### src/design/rv_defs.svh
`ifndef RV_DEFS_SVH
`define RV_DEFS_SVH

// Datapath and storage sizes
`define XLEN        32
`define REG_COUNT   32
`define IMEM_WORDS  256
`define DMEM_WORDS  256

`define PC_STEP     32'd4
`define RESET_PC    32'd0
`define HALT_INSN   32'h0010_0073   // EBREAK

// APB address map in byte addresses
`define CTRL_ADDR   16'h0000
`define IMEM_BASE   16'h1000
`define DMEM_BASE   16'h2000
`define REG_BASE    16'h3000

// ALU operation codes
`define ALU_ADD     4'd0
`define ALU_SUB     4'd1
`define ALU_AND     4'd2
`define ALU_OR      4'd3
`define ALU_XOR     4'd4
`define ALU_SLTU    4'd9
`define ALU_SLT     4'd10

// Operand A sources
`define OPA_PC      2'd0
`define OPA_ZERO    2'd1
`define OPA_RS1     2'd2

// Major opcodes
`define OP_R        7'b0110011
`define OP_I        7'b0010011
`define OP_LOAD     7'b0000011
`define OP_STORE    7'b0100011
`define OP_BRANCH   7'b1100011
`define OP_LUI      7'b0110111
`define OP_AUIPC    7'b0010111
`define OP_SYSTEM   7'b1110011

`endif
### src/design/rv_pkg.sv
`include "rv_defs.svh"

package rv_pkg;

    typedef logic [`XLEN-1:0] word_t;
    typedef logic [$clog2(`REG_COUNT)-1:0] reg_addr_t;

    typedef logic [3:0] alu_op_t;
    typedef logic [1:0] opa_sel_t;     // PC, zero or rs1

    // Word indices into the two memories
    typedef logic [$clog2(`IMEM_WORDS)-1:0] imem_addr_t;
    typedef logic [$clog2(`DMEM_WORDS)-1:0] dmem_addr_t;

    typedef logic [15:0] apb_addr_t;

    // Host-visible run state
    typedef enum logic [1:0] {
        IDLE,
        RUN,
        HALTED
    } run_state_e;

endpackage

### src/design/rv_host_port.sv
`include "rv_defs.svh"

module rv_host_port import rv_pkg::*; (
    input  logic       clk,
    input  logic       rst_n,
    input  logic       psel,
    input  logic       penable,
    input  logic       pwrite,
    input  apb_addr_t  paddr,
    input  word_t      pwdata,
    output word_t      prdata,
    output logic       pready,
    output logic       pslverr,
    output logic       running,
    output logic       start,
    input  word_t      insn,
    output dmem_addr_t host_addr,
    output word_t      host_wdata,
    output logic       imem_host_we,
    output logic       dmem_host_we,
    input  word_t      imem_host_rdata,
    input  word_t      dmem_host_rdata,
    input  word_t      reg_host_rdata,
    output reg_addr_t  host_reg
);

    run_state_e state;

    logic access;
    logic ctrl_hit;
    logic imem_hit;
    logic dmem_hit;
    logic reg_hit;
    logic mapped;
    logic busy;
    logic host_ok;
    logic ctrl_we;

    assign access = psel & penable;   // APB access phase

    // Address map decode
    assign ctrl_hit = (paddr == `CTRL_ADDR);
    assign imem_hit = (paddr >= `IMEM_BASE) && (paddr < `IMEM_BASE + 4 * `IMEM_WORDS);
    assign dmem_hit = (paddr >= `DMEM_BASE) && (paddr < `DMEM_BASE + 4 * `DMEM_WORDS);
    assign reg_hit  = (paddr >= `REG_BASE) && (paddr < `REG_BASE + 4 * `REG_COUNT);
    assign mapped   = ctrl_hit | imem_hit | dmem_hit | reg_hit;

    // Storage is owned by the core while it runs
    assign busy = running & (imem_hit | dmem_hit | reg_hit);

    assign pready  = 1'b1;    // No wait states
    assign pslverr = access & (~mapped | busy);
    assign host_ok = access & ~pslverr;

    assign ctrl_we      = host_ok & pwrite & ctrl_hit;
    assign start        = ctrl_we & pwdata[0];
    assign imem_host_we = host_ok & pwrite & imem_hit;
    assign dmem_host_we = host_ok & pwrite & dmem_hit;  // Register region is read only

    assign host_addr  = paddr[$bits(dmem_addr_t)+1:2];
    assign host_reg   = paddr[$bits(reg_addr_t)+1:2];
    assign host_wdata = pwdata;

    assign running = (state == RUN);

    always_ff @(posedge clk or negedge rst_n) begin
        if (!rst_n) begin
            state <= IDLE;
        end else if (ctrl_we) begin
            state <= pwdata[0] ? RUN : IDLE;
        end else if (running && insn == `HALT_INSN) begin
            state <= HALTED;   // EBREAK fetched
        end
    end

    // Read data is driven only during a good read access
    always_comb begin
        prdata = '0;
        if (host_ok && !pwrite) begin
            if (ctrl_hit) begin
                prdata = {{(`XLEN-2){1'b0}}, state == HALTED, running};
            end else if (imem_hit) begin
                prdata = imem_host_rdata;
            end else if (dmem_hit) begin
                prdata = dmem_host_rdata;
            end else begin
                prdata = reg_host_rdata;
            end
        end
    end

endmodule

### config.mk
export PLATFORM = sky130hd
export DESIGN_NAME = rv_host_port
export DESIGN_NICKNAME = d
export VERILOG_FILES = /design/src/design/rv_pkg.sv /design/src/design/rv_host_port.sv
export VERILOG_INCLUDE_DIRS = /design/src /design/src/design
export SDC_FILE = /design/constraint.sdc
export NUM_CORES = 1
export LEC_CHECK = 0
export BUFFER_PORTS_ARGS = -buffer_cell sky130_fd_sc_hd__buf_2
export CORE_AREA = 2 2 103 105
export DETAILED_ROUTE_END_ITERATION = 10
export DIE_AREA = 0 0 105 107
export PLACE_DENSITY_LB_ADDON = 0.05
export SKIP_CTS_REPAIR_TIMING = 1
export SLEW_MARGIN = 10
export SYNTH_ARGS = -nofsm -noshare
export SYNTH_HDL_FRONTEND = slang
export SYNTH_SLANG_ARGS = --single-unit
### constraint.sdc
create_clock -name clk -period 1.9 [get_ports clk]
set_input_delay 0.19 -clock clk [delete_from_list [all_inputs] [get_ports clk]]
set_output_delay 0.19 -clock clk [all_outputs]
set_load 0.01 [all_outputs]
-- Word-level counts from Yosys, hierarchy flattened
Index checks and enable logic that the tools add are counted.
- register bits: 2
- output and inout port bits: 83
- logic and storage cells: 42
- order comparisons: 6
- equal/unequal tests: 3
- multiplexer cells: 7
- bitwise operators: 17
- reduce and logical (&&, ||, !) cells: 8
- operator list (operator ; count):
    $mux W32 ; 4
    $eq A32 B21 Y1 const B ; 1
    $ge A16 B14 Y1 const B ; 2
    $lt A16 B14 Y1 const B ; 2
    $ge A16 B13 Y1 const B ; 1
    $logic_not A16 Y1 ; 1
    $lt A16 B13 Y1 const B ; 1
    $and A1 B1 Y1 ; 9
    $or A1 B1 Y1 ; 6
    $logic_and A1 B1 Y1 ; 5
    $mux W2 ; 2
    $eq A2 B1 Y1 const B ; 1
    $eq A2 B2 Y1 const B ; 1
    $not A1 Y1 ; 2
    $reduce_bool A2 Y1 ; 1
    $logic_not A1 Y1 ; 1
    $mux W1 ; 1

-- Depth between registers and ports, before layout
- depth in word-level cells: 13
- depth in mapped cells: 6
- gate-level depth less buffers: 5

-- Least setup slack after synthesis
Ideal clock, no wire load.
- kind: register -> output
- from: register state[0]
- to: output prdata[10]
- data arrival time: 1.846 ns
- data required time: 1.710 ns
- setup slack: -0.136 ns
- cell stages (with the launch flop): 7
- buffers on the path: 2
- cell sequence: dfrtp_1 > nor2b_1 > clkbuf_1 > a211o_1 > or4_4 > buf_6 > a211oi_2
- cells in the longest elaborated chain, start to end: 8
- ends and longest elaborated chain (element ; line ; source):
    from (decl) ; rv_host_port.sv:27 ; run_state_e state;
    from (signal assigned) ; rv_host_port.sv:70 ; state <= pwdata[0] ? RUN : IDLE;
    $eq A2 B1 Y1 ; rv_host_port.sv:64 ; assign running = (state == RUN);
    net running ; rv_host_port.sv:14 ; output logic running,
    $and A1 B1 Y1 ; rv_host_port.sv:49 ; assign busy = running & (imem_hit | dmem_hit | reg_hit);
    $or A1 B1 Y1 ; rv_host_port.sv:52 ; assign pslverr = access & (~mapped | busy);
    $and A1 B1 Y1 ; rv_host_port.sv:52 ;
    $not A1 Y1 ; rv_host_port.sv:53 ; assign host_ok = access & ~pslverr;
    $and A1 B1 Y1 ; rv_host_port.sv:53 ;
    $logic_and A1 B1 Y1 ; rv_host_port.sv:79 ; if (host_ok && !pwrite) begin
    $mux W32 ; rv_host_port.sv:79 ;
    to (decl) ; rv_host_port.sv:11 ; output word_t prdata,
The timed path passes the listed nets, and every way through them passes these cells.

-- Final worst setup path
- from: register state[0]
- to: output prdata[9]
- cells in the longest elaborated chain, start to end: 8
- ends and longest elaborated chain (element ; line):
    $eq A2 B1 Y1 ; rv_host_port.sv:64
    $and A1 B1 Y1 ; rv_host_port.sv:49
    $or A1 B1 Y1 ; rv_host_port.sv:52
    $and A1 B1 Y1 ; rv_host_port.sv:52
    $not A1 Y1 ; rv_host_port.sv:53
    $and A1 B1 Y1 ; rv_host_port.sv:53
    $logic_and A1 B1 Y1 ; rv_host_port.sv:79
    $mux W32 ; rv_host_port.sv:79
Every way passes these cells.

==> impl_metrics.toml <==
[outcome]
status = "finished, violations left"
violations = "setup timing"

[cts]
cts_max_level = 1
clk_transition_reported_paths_ps = 30
cts_sinks = 2
clk_latency_ps = 210
cts_tree = "yes"
clock_path_buffers = 2
cts_root_buf = "clkbuf_8"
cts_buffers = 3

[floorplan]
boundaryPins = 264
initial_core_util_pct = 15.9
core_sq_mm = 0.0101
chipHeight_microns = 107
num_rows = 37
die_w_microns = 105
die-area_sq_mm = 0.0112

[logic_synthesis]
syn-cell-area_sq_mm = 0.00160
yosysTopAreaCell = "a211oi_2"
netlist_top_cells_count = "buf_4, nor2_1, mux2i_1"
ys_types = 26
synth_cells = 207
synth.area.top_cells = "a211oi_2, buf_4, mux2i_1"
yosysMostFrequentCell = "buf_4"
ys_seq_area_share_pct = 3.13
ys_warn_count = 0
syn-num-nets = 388
synth_top_area_share_pct = 23.5
synth_edf_count = 0
synthFlopType = "dfrtp_1"
ys_ff_latch = 2
synth.avg_cell_area_sq_um = 7.73
async_reset_ff_share_pct = 100

[setup_path]
reg2reg_to = "state[0]"
cp-end-kind = "output pin"
cp_data_required_time_ps = 1710
cp_max_fo = 15
crit_type = "register to output pin"
path_cells = "nor2b_1 > a211o_1 > or4_4 > buf_12 > a211oi_4 > buf_2"
r2r_slack_ps = 440
start_kind = "register"
arrival_ps = 2060
critPathSlowestCell = "or4_4"
reg2reg_from = "state[1]"
critPathMaxStageDelay_ps = 560
reg2regPathDepth = 6

[power_and_ir_drop]
p_leak_uw = 0.00160
pwr_density_cell_mw_per_mm2 = 170
fin_total_pwr_uw = 500
irDropWorstVdd_mv = 0.256

[place]
portBuffers = 200
dp_cells = 512
gp_congestion = 0.737
place_hpwl_microns = 5740

[sta]
rsz0062_at_grt = "yes"
setup_ws_ps = -353
setup_viol = 32
period_share_pct = 119
report.final.hold_viol_count = 0
clock-skew-final_ps = 2.09
fin_crit_ps = 2250
drv_slew = 0
setup_tns_ps = -10270
max_freq_mhz = 444

[final_layout]
drive_above_1_share_pct = 70.3
fillerInstances = 1167
final_net_count = 563
largest_register_ffs = 2
reg_top3 = "state: 2 flops"
finish.cell_count_without_fillers = 516
syn2layout_area_growth_pct = 83.2
top_register = "state"
antenna_cells = 0

[global_routing]
antenna_found_initial = 0
gr-usage-met3_pct = 3.16
grt_remaining_overflow = 0
grt_max_degree = 20
use_met1_pct = 11.7
use_met2_pct = 20.8
track_usage_pct = 10.8
grt_pass1_vias = 2101
grt_first_pass_wirelength_microns = 9970
grt.busiest_layer = "met2"

[detailed_routing]
drc = 0
drtIter0Drc = 42
avgRoutedWirePerCell_microns = 12.5
wirelength_microns = 6470
num_vias = 2081
vias_per_cell = 4.03
ant_nets = 0
first_pass_iters = 4

[min_path]
hold_path.class = "primary input to async pin"

[run]
drv_cap = 0
-- routing by layer --
metal  vias up  wire length (microns)
li1       1022                      -
met1       924                   2420
met2       123                   3370
met3        12                    626
met4         0                     55
met5         -                      0
-- report_power, final --
group / total (uW) / leakage, uW / internal [uW] / switching, uW
registers: 43.0 / 0.0000280 / 43.0 / 0.000775
clock network: 165 / 0.0000216 / 134 / 31.5
logic: 291 / 0.00155 / 166 / 125
-- cells in the final DEF (no fill, tap or decap), types with 3 or more instances in the layout --
master	synthesis	layout
nand3_1	4	4
clkbuf_8	0	3
nor2_1	38	38
a211oi_4	0	30
nor3_1	6	6
nand3b_1	3	3
nor4_1	6	6
mux2i_1	32	32
buf_2	2	200
buf_12	0	6
buf_4	46	24
nand2_1	5	5
a211o_1	3	3
-- critical path: cells and delay by family, from the launching register on --
| kind | cells | cell delay, ps |
|---|---|---|
| buffers and inverters | 2 | 360 |
| AOI/OAI and AO/OA | 2 | 400 |
| and+or+nand+nor | 2 | 710 |
| DFF | 1 | 360 |
-- through the flow --
step | hold WS (ps) | instance area, sq um | utilization, % | setup WS, ps
after floorplan | -106 | 1840 | - | -127
after CTS | -239 | 2910 | 28.8 | -384
final | 303 | 2930 | 29.0 | -353
after global placement | -18.2 | 2870 | 28.4 | -320
after global routing | 311 | 2930 | 29.0 | -425
after detailed placement | -16.1 | 2870 | 28.4 | -353
-- how the worst max path moves through the flow --
stage                  start         end  depth (start not counted)  slack (ps)
floorplan           state[0]  prdata[10]                          6        -130
global placement    paddr[7]  prdata[20]                          8        -320
detailed placement  paddr[7]   prdata[9]                          8        -350
CTS                 state[0]   prdata[9]                          6        -380
global route        state[0]   prdata[8]                          6        -420
finish              state[0]   prdata[9]                          6        -350
-- cells by family after synthesis --
| logic type | after synthesis | share of synthesized area [%] |
|---|---|---|
| buffers and inverters | 61 | 26.7 |
| AND/OR/NAND/NOR | 73 | 22.9 |
| AO/OA/AOI/OAI | 38 | 27.1 |
| flip-flops | 2 | 3.13 |
| multiplexers | 32 | 20.0 |
| other | 1 | 0.234 |
-- area by class of cell --
| class | count | area [sq um] | area share, % |
|---|---|---|---|
| sequential | 2 | 50.0 | 1.71 |
| clock buffer | 3 | 41.3 | 1.41 |
| multi-input combinational | 144 | 1360 | 46.4 |
| tap | 136 | 170 | 5.80 |
| timing repair buffer | 231 | 1310 | 44.7 |
Power figures use the tool's default switching activity.
