[config.mk]
export PLATFORM = sky130hd
export DESIGN_NAME = rv_alu_flat
export DESIGN_NICKNAME = d
export VERILOG_FILES = /design/src/design/rv_pkg.sv /design/src/design/rv_ctrl_if.sv /design/src/design/rv_alu.sv /design/src/flat_wrapper.sv
export VERILOG_INCLUDE_DIRS = /design/src /design/src/design
export SDC_FILE = /design/constraint.sdc
export NUM_CORES = 1
export LEC_CHECK = 0
export ABC_CLOCK_PERIOD_IN_PS = 8000
export BUFFER_PORTS_ARGS = -buffer_cell sky130_fd_sc_hd__buf_2
export CORE_UTILIZATION = 55
export DETAILED_ROUTE_END_ITERATION = 10
export GPL_ROUTABILITY_DRIVEN = 0
export PLACE_DENSITY = 0.83
export SLEW_MARGIN = 20
export SYNTH_ARGS = -nofsm -noshare
export SYNTH_HDL_FRONTEND = slang
export SYNTH_SLANG_ARGS = --single-unit
export TNS_END_PERCENT = 5
[constraint.sdc]
create_clock -name vclk -period 8
set_clock_uncertainty 0.2 [all_clocks]
set_input_delay 0.8 -clock vclk [all_inputs]
set_output_delay 0.8 -clock vclk [all_outputs]
set_load 0.02 [all_outputs]
[src/design/rv_defs.svh]
`ifndef RV_DEFS_SVH
`define RV_DEFS_SVH

// Datapath and storage sizes
`define XLEN        32
`define REG_COUNT   32
`define IMEM_WORDS  256
`define DMEM_WORDS  256

`define PC_STEP     32'd4
`define RESET_PC    32'd0
`define HALT_INSN   32'h0010_0073   // EBREAK

// APB address map in byte addresses
`define CTRL_ADDR   16'h0000
`define IMEM_BASE   16'h1000
`define DMEM_BASE   16'h2000
`define REG_BASE    16'h3000

// ALU operation codes
`define ALU_ADD     4'd0
`define ALU_SUB     4'd1
`define ALU_AND     4'd2
`define ALU_OR      4'd3
`define ALU_XOR     4'd4
`define ALU_SLTU    4'd9
`define ALU_SLT     4'd10

// Operand A sources
`define OPA_PC      2'd0
`define OPA_ZERO    2'd1
`define OPA_RS1     2'd2

// Major opcodes
`define OP_R        7'b0110011
`define OP_I        7'b0010011
`define OP_LOAD     7'b0000011
`define OP_STORE    7'b0100011
`define OP_BRANCH   7'b1100011
`define OP_LUI      7'b0110111
`define OP_AUIPC    7'b0010111
`define OP_SYSTEM   7'b1110011

`endif
[src/design/rv_pkg.sv]
`include "rv_defs.svh"

package rv_pkg;

    typedef logic [`XLEN-1:0] word_t;
    typedef logic [$clog2(`REG_COUNT)-1:0] reg_addr_t;

    typedef logic [3:0] alu_op_t;
    typedef logic [1:0] opa_sel_t;     // PC, zero or rs1

    // Word indices into the two memories
    typedef logic [$clog2(`IMEM_WORDS)-1:0] imem_addr_t;
    typedef logic [$clog2(`DMEM_WORDS)-1:0] dmem_addr_t;

    typedef logic [15:0] apb_addr_t;

    // Host-visible run state
    typedef enum logic [1:0] {
        IDLE,
        RUN,
        HALTED
    } run_state_e;

endpackage

[src/design/rv_ctrl_if.sv]
// Decoded control bundle for the current instruction
interface rv_ctrl_if import rv_pkg::*; ();

    alu_op_t  alu_op;
    opa_sel_t opa_sel;
    logic     alu_src_imm;   // Operand B from imm instead of rs2
    logic     mem_write;
    logic     mem_to_reg;
    logic     reg_write;
    logic     branch;
    logic     branch_on_ne;  // BNE rather than BEQ
    word_t    imm;

    modport producer (
        output alu_op, opa_sel, alu_src_imm, mem_write, mem_to_reg,
        output reg_write, branch, branch_on_ne, imm
    );

    modport consumer (
        input alu_op, opa_sel, alu_src_imm, mem_write, mem_to_reg,
        input reg_write, branch, branch_on_ne, imm
    );

endinterface

[src/design/rv_alu.sv]
`include "rv_defs.svh"

module rv_alu import rv_pkg::*; (
    rv_ctrl_if.consumer        ctrl,
    input  word_t              pc,
    input  word_t              rdata1,
    input  word_t              rdata2,
    input  word_t              mem_rdata,
    output word_t              result,
    output word_t              wb_data,
    output logic               zero
);

    word_t op_a;
    word_t op_b;

    // Operand A is the PC for AUIPC and zero for LUI
    always_comb begin
        case (ctrl.opa_sel)
            `OPA_PC:   op_a = pc;
            `OPA_ZERO: op_a = '0;
            default:   op_a = rdata1;
        endcase
    end

    assign op_b = ctrl.alu_src_imm ? ctrl.imm : rdata2;

    always_comb begin
        case (ctrl.alu_op)
            `ALU_ADD:  result = op_a + op_b;
            `ALU_SUB:  result = op_a - op_b;
            `ALU_AND:  result = op_a & op_b;
            `ALU_OR:   result = op_a | op_b;
            `ALU_XOR:  result = op_a ^ op_b;
            `ALU_SLTU: result = {{(`XLEN-1){1'b0}}, op_a < op_b};
            `ALU_SLT:  result = {{(`XLEN-1){1'b0}}, $signed(op_a) < $signed(op_b)};
            default:   result = '0;
        endcase
    end

    assign zero = (result == '0);   // Branch compare

    assign wb_data = ctrl.mem_to_reg ? mem_rdata : result;

endmodule

[src/flat_wrapper.sv]
// flat-port wrapper written by rule: the top's interface ports become plain ports
module rv_alu_flat import rv_pkg::*;
  (pc, rdata1, rdata2, mem_rdata, result, wb_data, zero, ctrl_alu_op, ctrl_opa_sel, ctrl_alu_src_imm, ctrl_mem_write, ctrl_mem_to_reg, ctrl_reg_write, ctrl_branch, ctrl_branch_on_ne, ctrl_imm);
  rv_ctrl_if ctrl_i ();
  input  word_t pc;
  input  word_t rdata1;
  input  word_t rdata2;
  input  word_t mem_rdata;
  output word_t result;
  output word_t wb_data;
  output logic zero;
  input wire logic [$bits(ctrl_i.alu_op)-1:0] ctrl_alu_op;
  input wire logic [$bits(ctrl_i.opa_sel)-1:0] ctrl_opa_sel;
  input wire logic [$bits(ctrl_i.alu_src_imm)-1:0] ctrl_alu_src_imm;
  input wire logic [$bits(ctrl_i.mem_write)-1:0] ctrl_mem_write;
  input wire logic [$bits(ctrl_i.mem_to_reg)-1:0] ctrl_mem_to_reg;
  input wire logic [$bits(ctrl_i.reg_write)-1:0] ctrl_reg_write;
  input wire logic [$bits(ctrl_i.branch)-1:0] ctrl_branch;
  input wire logic [$bits(ctrl_i.branch_on_ne)-1:0] ctrl_branch_on_ne;
  input wire logic [$bits(ctrl_i.imm)-1:0] ctrl_imm;
  assign ctrl_i.alu_op = ctrl_alu_op;
  assign ctrl_i.opa_sel = ctrl_opa_sel;
  assign ctrl_i.alu_src_imm = ctrl_alu_src_imm;
  assign ctrl_i.mem_write = ctrl_mem_write;
  assign ctrl_i.mem_to_reg = ctrl_mem_to_reg;
  assign ctrl_i.reg_write = ctrl_reg_write;
  assign ctrl_i.branch = ctrl_branch;
  assign ctrl_i.branch_on_ne = ctrl_branch_on_ne;
  assign ctrl_i.imm = ctrl_imm;
  rv_alu u_core (.ctrl(ctrl_i), .pc(pc), .rdata1(rdata1), .rdata2(rdata2), .mem_rdata(mem_rdata), .result(result), .wb_data(wb_data), .zero(zero));
endmodule
Word level (Yosys, flattened, before mapping):

Cells that the tools add are included.

* add/subtract/negate cells: 2
* $lt $le $gt $ge: 2
* eq/ne operators: 7
* mux-type cells: 4
* bitwise operators: 3
* reductions and logical operators: 3

Operators by type and width (count)
* $pmux 32 s7: 1
* $lt 32x32->1: 2
* $mux 32: 2
* $pmux 32 s2: 1
* $add 32x32->32: 1
* $and 32x32->32: 1
* $logic_not 32->1: 1
* $or 32x32->32: 1
* $sub 32x32->32: 1
* $xor 32x32->32: 1
* $eq 4x2->1 const B: 2
* $eq 4x4->1 const B: 2
* $eq 4x1->1 const B: 1
* $eq 4x3->1 const B: 1
* $logic_not 4->1: 1
* $eq 2x1->1 const B: 1
* $logic_not 2->1: 1

* bits in registers: 0
* input port bits: 172
* output and inout port bits: 65
* logic and storage cells: 21

Longest topological paths before layout:

* word-level depth: 5
* mapped depth: 19
* gate-level depth less buffers: 17

Least setup slack after synthesis:

Ideal clock, no wire load.

* path type: input to output
* from: in ctrl_alu_src_imm
* to: out zero
* arrival: 5.241 ns
* required time: 7.000 ns
* setup slack: 1.759 ns
* cell stages on the path: 16
* path buffers: 3
* cells stage by stage: clkbuf_1 clkbuf_1 mux2_2 ha_1 buf_2 and2_1 a221o_1 o21bai_1 a41oi_1 and3_1 a211o_1 or4_1 or4_1 nor4_4 nand4b_1 nor4_2

* cells in the longest elaborated chain, start to end: 4
* elaborated cells on any way between the ends: 10
* classes of those cells: add/sub: 2; order compare: 2; mux: 2; bitwise: 3; reduce/logical: 1

RTL lines
* from (decl): line flat_wrapper.sv:14 `input wire logic [$bits(ctrl_i.alu_src_imm)-1:0] ctrl_alu_src_imm;`
* $mux 32 (*): line rv_alu.sv:26 `assign op_b = ctrl.alu_src_imm ? ctrl.imm : rdata2;`
* $sub 32x32->32 (tied with other cells): line rv_alu.sv:31 `` `ALU_SUB: result = op_a - op_b; ``
* $pmux 32 s7 (*): line rv_alu.sv:29 `case (ctrl.alu_op)`
* named net result[12]: line flat_wrapper.sv:9 `output word_t result;`
* $logic_not 32->1 (*): line rv_alu.sv:41 `assign zero = (result == '0);`
* to (decl): line flat_wrapper.sv:11 `output logic zero;`

Mark *: on every way through the listed nets, which the timed path passes. The rest lies on a longest branch.

Final worst setup path:

* from: in ctrl_opa_sel[0]
* to: out zero

* cells in the longest elaborated chain, start to end: 5
* elaborated cells on any way between the ends: 12
* classes of those cells: add/sub: 2; order compare: 2; eq/ne: 1; mux: 2; bitwise: 3; reduce/logical: 2

RTL lines
* from (decl): line flat_wrapper.sv:13 `input wire logic [$bits(ctrl_i.opa_sel)-1:0] ctrl_opa_sel;`
* $eq 2x1->1 / $logic_not 2->1 (equally long branches): line rv_alu.sv:19 `case (ctrl.opa_sel)`
* $pmux 32 s2 (*): line rv_alu.sv:19
* $sub 32x32->32 (tied with other cells): line rv_alu.sv:31
* $pmux 32 s7 (*): line rv_alu.sv:29
* $logic_not 32->1 (*): line rv_alu.sv:41

Every way passes the cells marked *; elsewhere a longest branch is shown, timed or not.

==> flow_summary.toml <==
[die]
die_area_mm2 = 0.0134
start_util_pct = 56.3
core_area_mm2 = 0.0126
ios = 237
fp.dieW_um = 116
std_cell_rows = 41
die_h_um = 116

[timing]
rsz0062_at_grt = "no"
maxSlewViolCount = 0
period_needed_ps = 7060
max_freq_ghz = 0.142
min_period_over_period_pct = 88.3
relSlewSlack_pct = 32.3
finalHoldViolations = 0
setup_viol_count_final = 0
finalSetupTns_ps = 0
tightest_slew_ps = 1010

[synth]
ys_seq_area_share_pct = 0
synth_cell_types = 76
synth_area_leaders = "ha_1 19%, mux2_2 10%, a21oi_1 5.5%"
yosysWarnings = 0
synth_cells = 1072
netlist.area_leader.share_pct = 19.4
synthesis.nets = 1356
synth_area_mm2 = 0.00710
syn_area_per_cell_um2 = 6.63
yosysTopAreaCell = "ha_1"

[drt]
drt_iter0_markers = 929
vias_per_cell = 6.22
avgRoutedWirePerCell_um = 17.3
dr.pass1.iters = 6
drc_errors = 0
vias = 8819
ant_nets = 0
wl_um = 24500

[power_and_ir_drop]
ir_drop_mv = 0.0468
cellPowerDensity_mw_per_mm2 = 92.3
p_sw_share_pct = 63.1
comb_power_share_pct = 100.0
switchingPower_mw = 0.482
finalPower_mw = 0.764
seqPwrFrac_pct = 0
leakagePower_nw = 4.03
clkPwrFrac_pct = 0
p_int_mw = 0.282

[finish]
area_delta_synth_final_pct = 16.6
fin_nets = 1532
final_common_cell = "buf_2"
antenna_cells = 0
n_fill_cell = 1213
nFlopsAndLatches = 0
multiInputGateArea_mm2 = 0.00645
n_clock_buffer = 0
layout.area.seq_um2 = 0
post_route_cells_drive_above_1_share_pct = 26.3
layoutNonFillerInstCount = 1418
final_cell_mix = "233 x buf_2, 110 x ha_1, 101 x nor2_1"

[setup_path]
startpoint_type = "input port"
arrival_ps = 6060
crit_chain = "buf_2, nand2b_1, o21ai_0, ha_1, inv_2, o31a_1, a2111oi_0, nor2_1, mux2i_1, a221o_1, or4_1, or4b_1, nor4_2, nand4b_1, nor4_2, buf_2"
critPathTopFamily = "simple AND/OR/NAND/NOR gates"
max_stage_delay_ps = 830
cp.required_ps = 7000
worst-path-buf-inv = 3
worstPathMaxFanout = 32
endpoint_kind = "output pin"
crit_type = "input port to output pin"
critPathSlowestCell = "a2111oi_0"

[min_path]
hold-path-endpoint = "wb_data[1]"
whs_path_depth = 4
min-delay-start = "mem_rdata[1]"
hold_class = "input port to output pin"

[cts]
postCtsSetupBuffers = 0
cts_resized = 0
ctsHoldBuffers = 0

[grt]
grt_pass1_wl_um = 37700
first_global_vias = 7773
grt_max_degree = 78
grt_antenna_before_repair = 2
grt-ovfl-total = 0
grtUsageTotal_pct = 34.9

[place]
dp.cells = 1418
dp.final_hpwl_um = 19500
io_buffers = 233

[flow_run]
drv_cap = 0

[run_status]
status = "finished, final reports clean"
-- worst min-delay path, stage by stage --
cell     delay, ps
buf_2           80
nand2_1         50
o31ai_1         50
buf_2          160
-- through the flow --
stage / hold WS [ps] / utilization [%] / area, um^2 / worst slack (ps)
final: 1740 / 65.6 / 8280 / 938
after global routing: 1750 / 65.6 / 8280 / 731
after CTS: 1740 / 65.6 / 8280 / 1080
after detailed placement: 1740 / 65.6 / 8280 / 1090
after global placement: 1740 / 65.6 / 8280 / 1190
after floorplan: 1590 / - / 7100 / 1760
-- synthesized netlist by cell type, types with 6 or more instances --
master / n
and2_1: 12
nor3_1: 13
inv_1: 100
nand3_1: 28
nand2_1: 93
a31oi_1: 12
a22oi_1: 6
clkbuf_1: 50
o21bai_1: 10
nand2b_1: 45
a21boi_0: 7
nor4_1: 15
a221oi_1: 6
nor2_1: 101
a211oi_1: 15
mux2i_1: 9
o31ai_1: 19
o21ai_0: 76
a221o_1: 8
buf_1: 6
buf_2: 11
mux2_2: 66
a21o_1: 10
nand4_1: 6
nor2b_1: 12
ha_1: 110
a211o_1: 9
o211ai_1: 21
a21oi_1: 78
o31a_1: 6
and3_1: 7
-- cells by family after synthesis --
group	share of synthesized area, %
xor+xnor	0.740
compound gates	33.0
simple gates	25.4
mux	11.7
fa+ha+maj	19.9
buf+inv	9.18
-- how the worst max path moves through the flow --
stage | from | to | slack (ps) | cells past startpoint
after floorplan | ctrl_alu_src_imm | zero | 1760 | 16
after global placement | ctrl_opa_sel[0] | zero | 1190 | 16
after detailed placement | ctrl_opa_sel[0] | zero | 1090 | 16
after CTS | ctrl_opa_sel[0] | zero | 1080 | 16
after global routing | ctrl_opa_sel[1] | zero | 730 | 15
final | ctrl_opa_sel[0] | zero | 940 | 16
-- power by group through the flow --
stage          registers, mW  clock network (mW)  logic (mW)
2_1_floorplan              0                   0       0.532
3_3_place_gp               0                   0       0.729
3_5_place_dp               0                   0       0.740
4_1_cts                    0                   0       0.744
5_1_grt                    0                   0       0.829
6_report                   0                   0       0.764
-- area by class of cell --
| type | instances | share of cell area, % |
|---|---|---|
| multi-input combinational | 902 | 77.9 |
| timing repair buffer | 241 | 14.8 |
| tap | 172 | 2.60 |
| inverter | 103 | 4.67 |
-- routing by layer --
layer	track usage, %	vias to the layer above	share of wire [%]
li1	-	4220	-
met4	12.8	2	3.7
met3	6.28	100	12
met2	57.6	606	44
met1	45.3	3891	41
met5	0	-	0.053
Power figures use the tool's default switching activity.
