[src/design/rv_defs.svh]
`ifndef RV_DEFS_SVH
`define RV_DEFS_SVH

// Datapath and storage sizes
`define XLEN        32
`define REG_COUNT   32
`define IMEM_WORDS  256
`define DMEM_WORDS  256

`define PC_STEP     32'd4
`define RESET_PC    32'd0
`define HALT_INSN   32'h0010_0073   // EBREAK

// APB address map in byte addresses
`define CTRL_ADDR   16'h0000
`define IMEM_BASE   16'h1000
`define DMEM_BASE   16'h2000
`define REG_BASE    16'h3000

// ALU operation codes
`define ALU_ADD     4'd0
`define ALU_SUB     4'd1
`define ALU_AND     4'd2
`define ALU_OR      4'd3
`define ALU_XOR     4'd4
`define ALU_SLTU    4'd9
`define ALU_SLT     4'd10

// Operand A sources
`define OPA_PC      2'd0
`define OPA_ZERO    2'd1
`define OPA_RS1     2'd2

// Major opcodes
`define OP_R        7'b0110011
`define OP_I        7'b0010011
`define OP_LOAD     7'b0000011
`define OP_STORE    7'b0100011
`define OP_BRANCH   7'b1100011
`define OP_LUI      7'b0110111
`define OP_AUIPC    7'b0010111
`define OP_SYSTEM   7'b1110011

`endif
[src/design/rv_pkg.sv]
`include "rv_defs.svh"

package rv_pkg;

    typedef logic [`XLEN-1:0] word_t;
    typedef logic [$clog2(`REG_COUNT)-1:0] reg_addr_t;

    typedef logic [3:0] alu_op_t;
    typedef logic [1:0] opa_sel_t;     // PC, zero or rs1

    // Word indices into the two memories
    typedef logic [$clog2(`IMEM_WORDS)-1:0] imem_addr_t;
    typedef logic [$clog2(`DMEM_WORDS)-1:0] dmem_addr_t;

    typedef logic [15:0] apb_addr_t;

    // Host-visible run state
    typedef enum logic [1:0] {
        IDLE,
        RUN,
        HALTED
    } run_state_e;

endpackage

[src/design/rv_ctrl_if.sv]
// Decoded control bundle for the current instruction
interface rv_ctrl_if import rv_pkg::*; ();

    alu_op_t  alu_op;
    opa_sel_t opa_sel;
    logic     alu_src_imm;   // Operand B from imm instead of rs2
    logic     mem_write;
    logic     mem_to_reg;
    logic     reg_write;
    logic     branch;
    logic     branch_on_ne;  // BNE rather than BEQ
    word_t    imm;

    modport producer (
        output alu_op, opa_sel, alu_src_imm, mem_write, mem_to_reg,
        output reg_write, branch, branch_on_ne, imm
    );

    modport consumer (
        input alu_op, opa_sel, alu_src_imm, mem_write, mem_to_reg,
        input reg_write, branch, branch_on_ne, imm
    );

endinterface

[src/design/rv_regfile.sv]
`include "rv_defs.svh"

module rv_regfile import rv_pkg::*; (
    input  logic               clk,
    input  logic               rst_n,
    input  reg_addr_t          rs1,
    input  reg_addr_t          rs2,
    input  reg_addr_t          rd,
    input  reg_addr_t          host_reg,
    input  word_t              wdata,
    rv_ctrl_if.consumer        ctrl,
    output word_t              rdata1,
    output word_t              rdata2,
    output word_t              host_rdata
);

    word_t regs [`REG_COUNT];

    // x0 is cleared by reset and never written
    always_ff @(posedge clk or negedge rst_n) begin
        if (!rst_n) begin
            for (int i = 0; i < `REG_COUNT; i++) begin
                regs[i] <= '0;
            end
        end else if (ctrl.reg_write && rd != '0) begin
            regs[rd] <= wdata;
        end
    end

    assign rdata1     = regs[rs1];
    assign rdata2     = regs[rs2];
    assign host_rdata = regs[host_reg];

endmodule

[src/flat_wrapper.sv]
// flat-port wrapper written by rule: the top's interface ports become plain ports
module rv_regfile_flat import rv_pkg::*;
  (clk, rst_n, rs1, rs2, rd, host_reg, wdata, rdata1, rdata2, host_rdata, ctrl_alu_op, ctrl_opa_sel, ctrl_alu_src_imm, ctrl_mem_write, ctrl_mem_to_reg, ctrl_reg_write, ctrl_branch, ctrl_branch_on_ne, ctrl_imm);
  rv_ctrl_if ctrl_i ();
  input  logic clk;
  input  logic rst_n;
  input  reg_addr_t rs1;
  input  reg_addr_t rs2;
  input  reg_addr_t rd;
  input  reg_addr_t host_reg;
  input  word_t wdata;
  output word_t rdata1;
  output word_t rdata2;
  output word_t host_rdata;
  input wire logic [$bits(ctrl_i.alu_op)-1:0] ctrl_alu_op;
  input wire logic [$bits(ctrl_i.opa_sel)-1:0] ctrl_opa_sel;
  input wire logic [$bits(ctrl_i.alu_src_imm)-1:0] ctrl_alu_src_imm;
  input wire logic [$bits(ctrl_i.mem_write)-1:0] ctrl_mem_write;
  input wire logic [$bits(ctrl_i.mem_to_reg)-1:0] ctrl_mem_to_reg;
  input wire logic [$bits(ctrl_i.reg_write)-1:0] ctrl_reg_write;
  input wire logic [$bits(ctrl_i.branch)-1:0] ctrl_branch;
  input wire logic [$bits(ctrl_i.branch_on_ne)-1:0] ctrl_branch_on_ne;
  input wire logic [$bits(ctrl_i.imm)-1:0] ctrl_imm;
  assign ctrl_i.alu_op = ctrl_alu_op;
  assign ctrl_i.opa_sel = ctrl_opa_sel;
  assign ctrl_i.alu_src_imm = ctrl_alu_src_imm;
  assign ctrl_i.mem_write = ctrl_mem_write;
  assign ctrl_i.mem_to_reg = ctrl_mem_to_reg;
  assign ctrl_i.reg_write = ctrl_reg_write;
  assign ctrl_i.branch = ctrl_branch;
  assign ctrl_i.branch_on_ne = ctrl_branch_on_ne;
  assign ctrl_i.imm = ctrl_imm;
  rv_regfile u_core (.clk(clk), .rst_n(rst_n), .rs1(rs1), .rs2(rs2), .rd(rd), .host_reg(host_reg), .wdata(wdata), .ctrl(ctrl_i), .rdata1(rdata1), .rdata2(rdata2), .host_rdata(host_rdata));
endmodule
[config.mk]
export PLATFORM = sky130hd
export DESIGN_NAME = rv_regfile_flat
export DESIGN_NICKNAME = d
export VERILOG_FILES = /design/src/design/rv_pkg.sv /design/src/design/rv_ctrl_if.sv /design/src/design/rv_regfile.sv /design/src/flat_wrapper.sv
export VERILOG_INCLUDE_DIRS = /design/src /design/src/design
export SDC_FILE = /design/constraint.sdc
export NUM_CORES = 2
export LEC_CHECK = 0
export BUFFER_PORTS_ARGS = -buffer_cell sky130_fd_sc_hd__buf_2
export CAP_MARGIN = 20
export CELL_PAD_IN_SITES_DETAIL_PLACEMENT = 2
export CELL_PAD_IN_SITES_GLOBAL_PLACEMENT = 2
export CORE_ASPECT_RATIO = 1.2
export CORE_MARGIN = 5
export CORE_UTILIZATION = 39
export CTS_BUF_LIST = sky130_fd_sc_hd__clkbuf_16
export CTS_CLUSTER_DIAMETER = 40
export DETAILED_ROUTE_END_ITERATION = 10
export PLACE_DENSITY_LB_ADDON = 0.3
export SLEW_MARGIN = 20
export SYNTH_ARGS = -nofsm -noshare
export SYNTH_HDL_FRONTEND = slang
export SYNTH_SLANG_ARGS = --single-unit
[constraint.sdc]
create_clock -name clk -period 1.3 [get_ports clk]
set_input_delay 0.065 -clock clk [delete_from_list [all_inputs] [get_ports clk]]
set_output_delay 0.065 -clock clk [all_outputs]
set_load 0.1 [all_outputs]
; ---- Word level (Yosys, flattened, before mapping)
; Index checks and enable logic that the tools add are counted.
[classes]
n_lt_le_gt_ge = 5
mux = 12
bitwise_logic = 4
reduce_logical = 3
[ops]
columns = operator, n
row1 = $bwmux 1024, 1
row2 = $bmux 32 s5, 3
row3 = $mux 32, 7
row4 = $demux 32 s5, 1
row5 = $ge 6x6->1 const B, 4
row6 = $not 5->6, 4
row7 = $lt 6x1->1 const B, 1
row8 = $reduce_bool 5->1, 1
row9 = $logic_and 1x1->1, 2
[totals]
register_bits = 1024
in_bits = 98
out_inout_bits = 96
elab_cells = 56

; ---- Logic depth before layout (Yosys ltp)
[depth]
word_depth = 6
ltp_mapped = 8
depth_no_buf = 5

; ---- Worst setup path after synthesis
; Ideal clock, no wire load.
[synth_path]
kind = input -> output
from = input port host_reg[1]
to = output port host_rdata[11]
t_arrival_ns = 1.924
t_required_ns = 1.235
path_slack_ns = -0.689
stages = 8
path_buffers = 4
path_cell_list = buf_2 -> buf_4 -> buf_2 -> buf_2 -> mux2i_1 -> nand2_1 -> a31oi_1 -> nand3_1
[synth_between]
elab_chain_len = 4
[synth_rtl]
columns = element, line
row1 = from (decl), flat_wrapper.sv:10  ; input reg_addr_t host_reg;
row2 = $not 5->6 (not written as such), rv_regfile.sv:32  ; assign host_rdata = regs[host_reg];
row3 = $bmux 32 s5, rv_regfile.sv:32
row4 = $mux 32 (not written as such) (2 in a row), rv_regfile.sv:32
row5 = to (decl), flat_wrapper.sv:14  ; output word_t host_rdata;
; No other way between the ends. The select of a mux whose other input is x is not followed.

; ---- Final worst setup path
[layout_path]
from = register u_core.regs[413] in the netlist's numbering
to = output port host_rdata[29]
[layout_between]
elab_chain_len = 3
[layout_rtl]
columns = element, line
row1 = from (decl), rv_regfile.sv:17  ; word_t regs [`REG_COUNT];
row2 = "from (signal, indexed assignment)", rv_regfile.sv:26  ; regs[rd] <= wdata;
row3 = $bmux 32 s5, rv_regfile.sv:32
row4 = $mux 32 (not written as such) (2 in a row), rv_regfile.sv:32
; No other way between the ends. The select of a mux whose other input is x is not followed.

==> results.toml <==
[layout]
nets = 6425
regMostFlops = "u_core.regs"
largestRegisters = "u_core.regs x1024"
drive_above_1_share_pct = 44.1
largest_register_ffs = 1024
fin_cells = 8645
fin_util_pct = 53.1
syn2layout_area_growth_pct = 35.6

[power_and_ir_drop]
cellPowerDensity_nw_per_um2 = 1670
p_sw_share_pct = 40.3
combPwrFrac_pct = 29.0
switching_power_mw = 58.7
p_int_mw = 86.9
power.share.clock_pct = 37.8
p_seq_share_pct = 33.2
p_leak_nw = 39.8
ir_worst_vdd_mv = 1.74

[logic_synthesis]
synth_xor_area_share_pct = 0
synthAdderAreaFrac_pct = 0
ys_ff_latch = 1024
ys.flop_type = "dfrtp_1"
synth-edff-count = 0
synth_area_leaders = "dfrtp_1, mux2i_1, mux2_2"
mappedNetlistNets = 5857
synth-simple-area-share_pct = 5.27
postSynth.asyncResetShare_pct = 100
yosys_warnings = 0
synthTopCellsByCount = "mux2i_1, dfrtp_1, mux2_2, nand2_1, nand3_1"
muxShareOfSynthArea_pct = 41.3
synth-seq-area-share_pct = 39.9
synth_top_family_by_area = "multiplexers"
synth_top_area_cell = "dfrtp_1"
syn_area_um2 = 64300
syn_inst = 5759
ys_types = 26
yosys.area.top_type_share_pct = 39.9
avgSynthCellArea_um2 = 11.2
synth_most_common_cell = "mux2i_1"
synth_compound_area_share_pct = 9.15

[cts]
cts_tree = "yes"
numCtsBuffers = 183
clk-insertion-delay-late_ns = 0.94
clkTransAtPathRegs_ns = 0.06
cts_max_level = 4
clock_path_buffers = 3
cts_root_buf = "clkbuf_16"
clkSinkCount = 1024

[placement]
io_buffers = 150
preCtsSetupSlack_ns = -0.795
dp_hpwl_um = 200000
globalplace.congestion = 0.844
dp.cells = 8222

[route]
via_per_inst = 7.52
drc = 0
drt_pre_antenna_iters = 6
drt-initial-drc-count = 8135
wl_per_cell_um = 50.2
vias = 65000
drtAntennaViolNets = 0
routed_wl_um = 434000

[global_routing]
grt-ovfl-total = 0
grt_pass1_vias = 69200
antenna_found_initial = 30
track_usage_pct = 43.5
grt_max_degree = 91
grt_pass1_wl_um = 548000

[setup_path]
cp_max_fo = 4
crit_path_max_incr_delay_ns = 1.37
regToRegSetupSlack_ns = 0.09
timing.critical_path.cells = "mux2i_1 > a22oi_1 > a31oi_4 > nand3_4 > buf_12"
endpoint_kind = "output port"
slowest_stage = "a22oi_1"
crit_required_ns = 1.24
r2r_cells = 2
worstSetupPathType = "reg -> out"
worstSetupStartpointType = "register"
arrival_ns = 3.58

[die]
die_y_um = 455
num_rows = 163
die_area_um2 = 173000
pin_count = 194
die_w_um = 381
core-area_um2 = 164000
start_util_pct = 39.2

[timing]
setup_ws_ns = -2.34
period_share_pct = 280
slew_headroom_pct = -18.7
setup_viol_count_final = 155
slew_violations = 2
clock_skew_ns = 0
max_freq_mhz = 274
tightest_slew_ns = 1.78
fin_hold_ws_ns = 0.178
rsz0062_at_grt = "yes"
finalHoldViolCount = 0
period_needed_ns = 3.64

[min_path]
hold_depth = 4
min_path_type = "in -> reg"

[run_status]
violations = "slew limit, setup timing"
status = "complete, but fails checks"

[flow_run]
cap_viol_max_count = 0
## stage by stage
| stage | instance area, µm² | power (mW) | TNS (ns) |
|---|---|---|---|
| 5_1_grt | 87100 | 147 | -135.62 |
| 2_1_floorplan | 66800 | 64.4 | -10.63 |
| 6_report | 87200 | 146 | -139.81 |
| 3_5_place_dp | 77400 | 78.1 | -474.18 |
| 3_3_place_gp | 77400 | 75.3 | -376.74 |
| 4_1_cts | 85600 | 135 | -126.75 |
## layout make-up
type | instances | area, µm²
fillers | 14900 | 77000
diodes | 16 | 40.0
multi-input cells | 4136 | 40300
well taps | 2145 | 2680
clock buffers | 184 | 4600
repair buffers | 982 | 11900
flip-flops and latches | 1024 | 25800
clock inverters | 158 | 1810
## cells by family (layout without fill, tap and decap cells)
group | after synthesis | count (layout)
compound gates | 864 | 864
buf+inv | 599 | 1324
flops | 1024 | 1024
mux | 2528 | 2528
other cells | 0 | 16
simple gates | 744 | 744
## cell usage in the layout (no fill, tap or decap), drive strengths merged, types with 16 or more instances in the layout
| master | n |
|---|---|
| bufinv | 28 |
| mux2 | 992 |
| nand2 | 307 |
| buf | 948 |
| a21oi | 288 |
| a22oi | 288 |
| clkinv | 65 |
| clkinvlp | 23 |
| diode | 16 |
| dlygate4sd3 | 34 |
| nor3 | 97 |
| dfrtp | 1024 |
| nand3 | 290 |
| a31oi | 96 |
| inv | 42 |
| a22o | 192 |
| nor2 | 20 |
| clkbuf | 184 |
| mux2i | 1536 |
## power by group through the flow
| stage | clock network [mW] | logic (mW) | registers [mW] |
|---|---|---|---|
| after floorplan | 0 | 21.7 | 42.8 |
| after global placement | 0 | 31.2 | 44.1 |
| after detailed placement | 0 | 33.0 | 45.1 |
| after CTS | 52.9 | 36.6 | 45.6 |
| after global routing | 55.9 | 42.6 | 48.1 |
| final | 55.0 | 42.3 | 48.3 |
## routing by layer
metal,up-vias,GRT usage [%],part of all wire [%]
met5,-,0,0.051
met4,22,41.5,12
met3,3158,11.8,11
met2,6134,69.7,44
met1,33000,46.5,33
li1,22700,-,-
## final timing paths
path | startpoint | endpoint
max reg2reg | u_core.regs[494]$_DFFE_PN0P_ | u_core.regs[494]$_DFFE_PN0P_
min in group asynchronous | rst_n | u_core.regs[712]$_DFFE_PN0P_
min reg2reg | u_core.regs[1021]$_DFFE_PN0P_ | u_core.regs[1021]$_DFFE_PN0P_
max in group asynchronous | rst_n | u_core.regs[81]$_DFFE_PN0P_
min | wdata[9] | u_core.regs[521]$_DFFE_PN0P_
max | u_core.regs[413]$_DFFE_PN0P_ | host_rdata[29]
## repair_timing
item / 4_1_cts / 5_1_grt
resized for setup: 278 / 312
pin swaps: 187 / 179
setup endpoints to repair: 96 / 515
hold buffers: 34 / 1
buffers inserted: 36 / 47
hold endpoints to repair: 2016 / 115
## critical path: cells and delay by family, from the launching register on
| family | cells | cell delay, ns |
|---|---|---|
| simple gates | 1 | 0.17 |
| buf+inv | 1 | 0.18 |
| mux | 1 | 0.21 |
| compound gates | 2 | 1.58 |
| flops | 1 | 0.49 |
Note: power is estimated with default switching activity, not from simulation.
