--- src/design/rv_defs.svh ---
`ifndef RV_DEFS_SVH
`define RV_DEFS_SVH

// Datapath and storage sizes
`define XLEN        32
`define REG_COUNT   32
`define IMEM_WORDS  256
`define DMEM_WORDS  256

`define PC_STEP     32'd4
`define RESET_PC    32'd0
`define HALT_INSN   32'h0010_0073   // EBREAK

// APB address map in byte addresses
`define CTRL_ADDR   16'h0000
`define IMEM_BASE   16'h1000
`define DMEM_BASE   16'h2000
`define REG_BASE    16'h3000

// ALU operation codes
`define ALU_ADD     4'd0
`define ALU_SUB     4'd1
`define ALU_AND     4'd2
`define ALU_OR      4'd3
`define ALU_XOR     4'd4
`define ALU_SLTU    4'd9
`define ALU_SLT     4'd10

// Operand A sources
`define OPA_PC      2'd0
`define OPA_ZERO    2'd1
`define OPA_RS1     2'd2

// Major opcodes
`define OP_R        7'b0110011
`define OP_I        7'b0010011
`define OP_LOAD     7'b0000011
`define OP_STORE    7'b0100011
`define OP_BRANCH   7'b1100011
`define OP_LUI      7'b0110111
`define OP_AUIPC    7'b0010111
`define OP_SYSTEM   7'b1110011

`endif
--- src/design/rv_pkg.sv ---
`include "rv_defs.svh"

package rv_pkg;

    typedef logic [`XLEN-1:0] word_t;
    typedef logic [$clog2(`REG_COUNT)-1:0] reg_addr_t;

    typedef logic [3:0] alu_op_t;
    typedef logic [1:0] opa_sel_t;     // PC, zero or rs1

    // Word indices into the two memories
    typedef logic [$clog2(`IMEM_WORDS)-1:0] imem_addr_t;
    typedef logic [$clog2(`DMEM_WORDS)-1:0] dmem_addr_t;

    typedef logic [15:0] apb_addr_t;

    // Host-visible run state
    typedef enum logic [1:0] {
        IDLE,
        RUN,
        HALTED
    } run_state_e;

endpackage

--- src/design/rv_ctrl_if.sv ---
// Decoded control bundle for the current instruction
interface rv_ctrl_if import rv_pkg::*; ();

    alu_op_t  alu_op;
    opa_sel_t opa_sel;
    logic     alu_src_imm;   // Operand B from imm instead of rs2
    logic     mem_write;
    logic     mem_to_reg;
    logic     reg_write;
    logic     branch;
    logic     branch_on_ne;  // BNE rather than BEQ
    word_t    imm;

    modport producer (
        output alu_op, opa_sel, alu_src_imm, mem_write, mem_to_reg,
        output reg_write, branch, branch_on_ne, imm
    );

    modport consumer (
        input alu_op, opa_sel, alu_src_imm, mem_write, mem_to_reg,
        input reg_write, branch, branch_on_ne, imm
    );

endinterface

--- src/design/rv_fetch.sv ---
`include "rv_defs.svh"

module rv_fetch import rv_pkg::*; (
    input  logic               clk,
    input  logic               rst_n,
    input  logic               running,
    input  logic               start,
    input  logic               zero,
    rv_ctrl_if.consumer        ctrl,
    output word_t              pc,
    output imem_addr_t         imem_index
);

    word_t pc_plus_step;
    word_t pc_target;
    logic  taken;

    assign pc_plus_step = pc + `PC_STEP;
    assign pc_target    = pc + ctrl.imm;     // Branch target

    // BEQ taken on zero, BNE on nonzero
    assign taken = ctrl.branch & (zero ^ ctrl.branch_on_ne);

    always_ff @(posedge clk or negedge rst_n) begin
        if (!rst_n) begin
            pc <= `RESET_PC;
        end else if (start) begin
            pc <= `RESET_PC;
        end else if (running) begin
            pc <= taken ? pc_target : pc_plus_step;
        end
    end

    assign imem_index = pc[$bits(imem_addr_t)+1:2];   // Word index

endmodule

--- src/flat_wrapper.sv ---
// flat-port wrapper written by rule: the top's interface ports become plain ports
module rv_fetch_flat import rv_pkg::*;
  (clk, rst_n, running, start, zero, pc, imem_index, ctrl_alu_op, ctrl_opa_sel, ctrl_alu_src_imm, ctrl_mem_write, ctrl_mem_to_reg, ctrl_reg_write, ctrl_branch, ctrl_branch_on_ne, ctrl_imm);
  rv_ctrl_if ctrl_i ();
  input  logic clk;
  input  logic rst_n;
  input  logic running;
  input  logic start;
  input  logic zero;
  output word_t pc;
  output imem_addr_t imem_index;
  input wire logic [$bits(ctrl_i.alu_op)-1:0] ctrl_alu_op;
  input wire logic [$bits(ctrl_i.opa_sel)-1:0] ctrl_opa_sel;
  input wire logic [$bits(ctrl_i.alu_src_imm)-1:0] ctrl_alu_src_imm;
  input wire logic [$bits(ctrl_i.mem_write)-1:0] ctrl_mem_write;
  input wire logic [$bits(ctrl_i.mem_to_reg)-1:0] ctrl_mem_to_reg;
  input wire logic [$bits(ctrl_i.reg_write)-1:0] ctrl_reg_write;
  input wire logic [$bits(ctrl_i.branch)-1:0] ctrl_branch;
  input wire logic [$bits(ctrl_i.branch_on_ne)-1:0] ctrl_branch_on_ne;
  input wire logic [$bits(ctrl_i.imm)-1:0] ctrl_imm;
  assign ctrl_i.alu_op = ctrl_alu_op;
  assign ctrl_i.opa_sel = ctrl_opa_sel;
  assign ctrl_i.alu_src_imm = ctrl_alu_src_imm;
  assign ctrl_i.mem_write = ctrl_mem_write;
  assign ctrl_i.mem_to_reg = ctrl_mem_to_reg;
  assign ctrl_i.reg_write = ctrl_reg_write;
  assign ctrl_i.branch = ctrl_branch;
  assign ctrl_i.branch_on_ne = ctrl_branch_on_ne;
  assign ctrl_i.imm = ctrl_imm;
  rv_fetch u_core (.clk(clk), .rst_n(rst_n), .running(running), .start(start), .zero(zero), .ctrl(ctrl_i), .pc(pc), .imem_index(imem_index));
endmodule
--- config.mk ---
export PLATFORM = sky130hd
export DESIGN_NAME = rv_fetch_flat
export DESIGN_NICKNAME = d
export VERILOG_FILES = /design/src/design/rv_pkg.sv /design/src/design/rv_ctrl_if.sv /design/src/design/rv_fetch.sv /design/src/flat_wrapper.sv
export VERILOG_INCLUDE_DIRS = /design/src /design/src/design
export SDC_FILE = /design/constraint.sdc
export NUM_CORES = 1
export LEC_CHECK = 0
export BUFFER_PORTS_ARGS = -buffer_cell sky130_fd_sc_hd__buf_2
export CORE_MARGIN = 4
export CORE_UTILIZATION = 60
export CTS_CLUSTER_DIAMETER = 80
export CTS_CLUSTER_SIZE = 25
export DETAILED_ROUTE_END_ITERATION = 8
export HOLD_SLACK_MARGIN = 0.06
export PLACE_DENSITY_LB_ADDON = 0.1
export RECOVER_POWER = 50
export SYNTH_ARGS = -nofsm -noshare
export SYNTH_HDL_FRONTEND = slang
export SYNTH_SLANG_ARGS = --single-unit
--- constraint.sdc ---
create_clock -name clk -period 6.3 [get_ports clk]
set_input_delay 0.63 -clock clk [delete_from_list [all_inputs] [get_ports clk]]
set_output_delay 0.63 -clock clk [all_outputs]
set_load 0.005 [all_outputs]
Yosys cells after proc, flatten, opt, wreduce, memory -nomap -nowiden --
Cells that the tools add are included.
Operators by class: equal/unequal tests 0, order comparisons 0, muxes and demuxes 3, $mul 0, div/mod/pow operators 0, shift operators 0, bitwise gates (word level) 2, reduce and logical (&&, ||, !) cells 1, add/sub/neg operators 2
Operators by type and width (number):
- $mux 32 | 3
- $add 32x3->32 const B | 1
- $add 32x32->32 | 1
- $reduce_bool 2->1 | 1
- $and 1x1->1 | 1
- $xor 1x1->1 | 1
Storage, ports and cells: flip-flop bits (word level) 32, ROM bits 0, RAM bits 0, output and inout port bits 40, input port bits 49, memories kept 0, bits in latches 0, logic and storage cells 9

Longest topological paths before layout --
word-level depth 5, gate-level depth with buffers 10, depth with buffers taken out 10

Least setup slack after synthesis --
OpenSTA, ideal clock, no wires.
kind input port to flip-flop, start input ctrl_imm[0], end register u_core.pc[24], path buffers 0, arrival time 3229 ps, library setup time 65 ps, setup slack 3006 ps, cell stages on the path 10, cells stage by stage ha_1 fa_1 a21o_1 a221oi_2 o221ai_1 a31o_2 a211oi_1 o31ai_1 a2111oi_0 a211o_1
Between the ends: word-level cells in the longest chain between the ends 4
Ends and longest elaborated chain:
- from (decl) | line flat_wrapper.sv:20 | input wire logic [$bits(ctrl_i.imm)-1:0] ctrl_imm;
- $add 32x32->32 | line rv_fetch.sv:19 | assign pc_target = pc + ctrl.imm;
- $mux 32 | line rv_fetch.sv:30 | pc <= taken ? pc_target : pc_plus_step;
- $mux 32 | line rv_fetch.sv:29 | end else if (running) begin
- $mux 32 | line rv_fetch.sv:27 | end else if (start) begin
- to (signal assigned) | line rv_fetch.sv:26 | pc <= `RESET_PC;
- to (signal assigned) | line rv_fetch.sv:28 | pc <= `RESET_PC;
- to (signal assigned) | line rv_fetch.sv:30
- to (decl) | line rv_fetch.sv:10 | output word_t pc,
No other way between the ends. The select of a mux whose other input is x is not followed. A chain may end at the register's enable or synchronous reset.

Final worst setup path --
Ends and elaborated chain as after synthesis.

==> flow_metrics.env <==
export IMPL_outcome="complete, but fails checks"
export IMPL_failed_checks="capacitance limit, slew limit"
export IMPL_grt_max_degree=42
export IMPL_firstDrtPassIters=5
export IMPL_yosysWarningCount=0
export IMPL_postSynthCellCount=502
export IMPL_floorplan_die_height_um=87.32
export IMPL_synthesis_area_um2=3775
export IMPL_post_drt_via_cell_ratio=6.539
export IMPL_synth_most_common_cell="sky130_fd_sc_hd__nand2_1"
export IMPL_post_synth_num_cell_types=61
export IMPL_final_net_count=639
export IMPL_tritoncts_num_buffers=5
export IMPL_dpl_cell_count=625
export IMPL_routed_wirelength_um=10760
export IMPL_worst_pin_slew_ns=1.874
export IMPL_synthXorXnorAreaFrac_pct=5.104
export IMPL_ioPinCount=89
export IMPL_setup_tns_ns=0
export IMPL_path_max_fanout=5
export IMPL_number_of_clock_sinks=32
export IMPL_biggest_register="u_core.pc"
export IMPL_post_drt_wl_per_cell_um=17.00
export IMPL_yosys_top_cells_count="sky130_fd_sc_hd__nand2_1, sky130_fd_sc_hd__a21oi_1, sky130_fd_sc_hd__o21ai_0"
export IMPL_maxCapViolCount=1
export IMPL_rsz0062_at_grt="no"
export IMPL_cts_hold_fix_buffers=0
export IMPL_worst_setup_hold_path_clk_slew_ns=0.07
export IMPL_synthMuxAreaShare_pct=0.7955
export IMPL_cts_tree="yes"
export IMPL_power_density_nw_per_um2=159.6
export IMPL_synth_net_count=584
export IMPL_final_layout_size_suffix_gt1_share_pct=16.49
export IMPL_cts_repair_timing_setup_buffer_count=0
export IMPL_global_route_wire_length_before_repair_um=17530
export IMPL_cell_types_occupying_the_most_area_after_synthesis="sky130_fd_sc_hd__dfrtp_1, sky130_fd_sc_hd__ha_1, sky130_fd_sc_hd__a21oi_1"
export IMPL_fin_crit_sh_pct=57.05
export IMPL_clock_root_buffer="sky130_fd_sc_hd__clkbuf_8"
export IMPL_synth_top_family_by_area="compound AO/OA/AOI/OAI gates"
export IMPL_route_antenna_remaining_nets=0
export IMPL_cts_htree_levels=2
export IMPL_dpl_worst_slack_ns=2.462
export IMPL_place_port_buffers=78
export IMPL_floorplan_initialDensity_pct=62.65
export IMPL_route_vias_total=4139
export IMPL_synth_enable_flop_cells=0
export IMPL_hold_viol=0
export IMPL_grt_overflow=0
export IMPL_synth_compound_gate_area_share_pct=33.15
export IMPL_hold_path_depth=2
export IMPL_globalRouteTotalUtil_pct=28.36
export IMPL_maxSlewViolCount=33
export IMPL_area_delta_synth_final_pct=11.14
export IMPL_syn_avg_cell_area_um2=7.520
export IMPL_max_freq_mhz=278.2
export IMPL_netlist_area_leader_share_pct=21.21
export IMPL_worst_ep_required_time_ns=6.53
export IMPL_floorplan_die_width_um=87.32
export IMPL_postLayoutSetupSlackWorst_ns=2.706
export IMPL_worst_slew_margin_rel_pct=-24.94
export IMPL_gp_routability_congestion=0.8381
export IMPL_detailedRoute_firstIterationViolations=281
export IMPL_synth_seq_area_share_pct=21.21
export IMPL_min_delay_path_class="reg2reg"
export IMPL_place_detailed_hpwl_um=7911
export IMPL_largestRegisters="u_core.pc x32"
export IMPL_antenna_found_initial=0
export IMPL_ir_worst_vdd_mv=0.08795
export IMPL_cp_start_kind="input pin"
export IMPL_synthAdderAreaFrac_pct=11.14
export IMPL_time_the_worst_path_needs_with_i_o_delays_and_setup_ns=3.594
export IMPL_netlist_top_cell_by_area="sky130_fd_sc_hd__dfrtp_1"
export IMPL_placementRows=28
export IMPL_synth_simple_gate_area_share_pct=23.43
export IMPL_clk_path_buf_depth=2
export IMPL_largest_register_ffs=32
export IMPL_ys_seq_elements=32
export IMPL_finalSetupViolations=0
export IMPL_arrival_time_of_data_at_the_critical_path_endpoint_ns=3.83
export IMPL_finalClockSkew_ns=0.002035
export IMPL_category_of_the_critical_setup_timing_path="in2reg"
export IMPL_total_leakage_power_nw=2.048
export IMPL_floorplan_core_area_um2=6026
export IMPL_filler_cell_count=550
export IMPL_setup_worst_path_end_class="flip-flop"
export IMPL_drc=0
export IMPL_ys_dominant_reg_cell="sky130_fd_sc_hd__dfrtp_1"
export IMPL_dieArea_um2=7625
export IMPL_r2r_worst_path_cells=10
export IMPL_via_count_of_the_first_global_routing_pass=3852
export IMPL_ctsResizeCount=0
export IMPL_clock_latency_of_the_later_clocked_register_in_the_worst_skew_pair_ns=0.29
export IMPL_instances_no_fill=633
export IMPL_antenna_diode_count=0
export IMPL_synthArstFlopShare_pct=100.0
## cell families after synthesis
| family | after synthesis |
|---|---|
| AO/OA/AOI/OAI | 193 |
| AND/OR/NAND/NOR | 177 |
| buffers and inverters | 42 |
| adder cells (fa/ha/maj) | 33 |
| flip-flops | 32 |
| XOR/XNOR | 22 |
| multiplexers | 3 |
## routing by layer
metal / GRT usage [%] / vias up / wire (um)
met1: 36.18 / 1957 / 4574
met3: 4.257 / 15 / 689
met2: 49.18 / 163 / 5330
met5: 0 / - / 0
met4: 8.508 / 0 / 169
li1: - / 2004 / -
## through the flow
step	utilization, %	cell area (um^2)	power (mW)	hold WS, ns
final	69.62	4195	0.6698	0.5627
after global routing	69.62	4195	0.7085	0.6050
after CTS	69.79	4205	0.6651	0.4386
after detailed placement	68.25	4113	0.4961	0.5505
after global placement	68.25	4113	0.4887	0.5376
after floorplan	-	3775	0.4223	0.3344
## critical path, cell delays in order
cell	delay, ns
sky130_fd_sc_hd__buf_2	0.10
sky130_fd_sc_hd__ha_1	0.22
sky130_fd_sc_hd__fa_1	0.40
sky130_fd_sc_hd__a21o_1	0.23
sky130_fd_sc_hd__a221oi_2	0.37
sky130_fd_sc_hd__o221ai_1	0.24
sky130_fd_sc_hd__a31o_2	0.34
sky130_fd_sc_hd__a211oi_1	0.43
sky130_fd_sc_hd__o31ai_1	0.24
sky130_fd_sc_hd__a2111oi_0	0.47
sky130_fd_sc_hd__a211o_1	0.15
## cell usage in the layout (no fill, tap or decap), types with 4 or more instances in the layout
master                       n
sky130_fd_sc_hd__and2_1      8
sky130_fd_sc_hd__a21oi_1    50
sky130_fd_sc_hd__nor3_1     11
sky130_fd_sc_hd__inv_1      11
sky130_fd_sc_hd__nand3_1    19
sky130_fd_sc_hd__o31ai_1     4
sky130_fd_sc_hd__clkbuf_1    8
sky130_fd_sc_hd__nand2_1    56
sky130_fd_sc_hd__o21a_1      4
sky130_fd_sc_hd__a31oi_1    12
sky130_fd_sc_hd__clkbuf_8    6
sky130_fd_sc_hd__xnor2_1    13
sky130_fd_sc_hd__a2111oi_0   6
sky130_fd_sc_hd__dfrtp_1    32
sky130_fd_sc_hd__o21ai_0    41
sky130_fd_sc_hd__o21bai_1    8
sky130_fd_sc_hd__and3_1      9
sky130_fd_sc_hd__o22ai_1     4
sky130_fd_sc_hd__a22oi_1     6
sky130_fd_sc_hd__nand2b_1    7
sky130_fd_sc_hd__nand4_1     5
sky130_fd_sc_hd__a211oi_1    8
sky130_fd_sc_hd__xor2_1      9
sky130_fd_sc_hd__ha_1       32
sky130_fd_sc_hd__buf_2      70
sky130_fd_sc_hd__nor2_1     38
sky130_fd_sc_hd__a21o_1     22
sky130_fd_sc_hd__a311oi_1    5
## report_power, final
group	switching [mW]	internal, mW	total [mW]
combinational	0.151	0.106	0.256
clock	0.0861	0.0873	0.173
sequential	0.0216	0.218	0.240
## final cells by class
cell class | count | area [um^2] | share of cell area (%)
Sequential cell | 32 | 800.8 | 19.09
Timing Repair Buffer | 79 | 387.9 | 9.245
Clock buffer | 6 | 82.58 | 1.968
Clock inverter | 2 | 10.01 | 0.2386
Tap cell | 75 | 93.84 | 2.237
Inverter | 11 | 41.29 | 0.9842
Multi-Input combinational cell | 428 | 2779 | 66.24
## worst paths after layout
| check | to | startpoint | slack (ns) |
|---|---|---|---|
| max | u_core.pc[24] | ctrl_imm[0] | 2.71 |
| min | u_core.pc[0] | u_core.pc[0] | 0.56 |
| max reg2reg | u_core.pc[24] | u_core.pc[0] | 2.74 |
| min reg2reg | u_core.pc[0] | u_core.pc[0] | 0.56 |
| max in group asynchronous | u_core.pc[4] | rst_n | 4.38 |
| min in group asynchronous | u_core.pc[21] | rst_n | 0.85 |
Note: power is estimated with default switching activity, not from simulation.
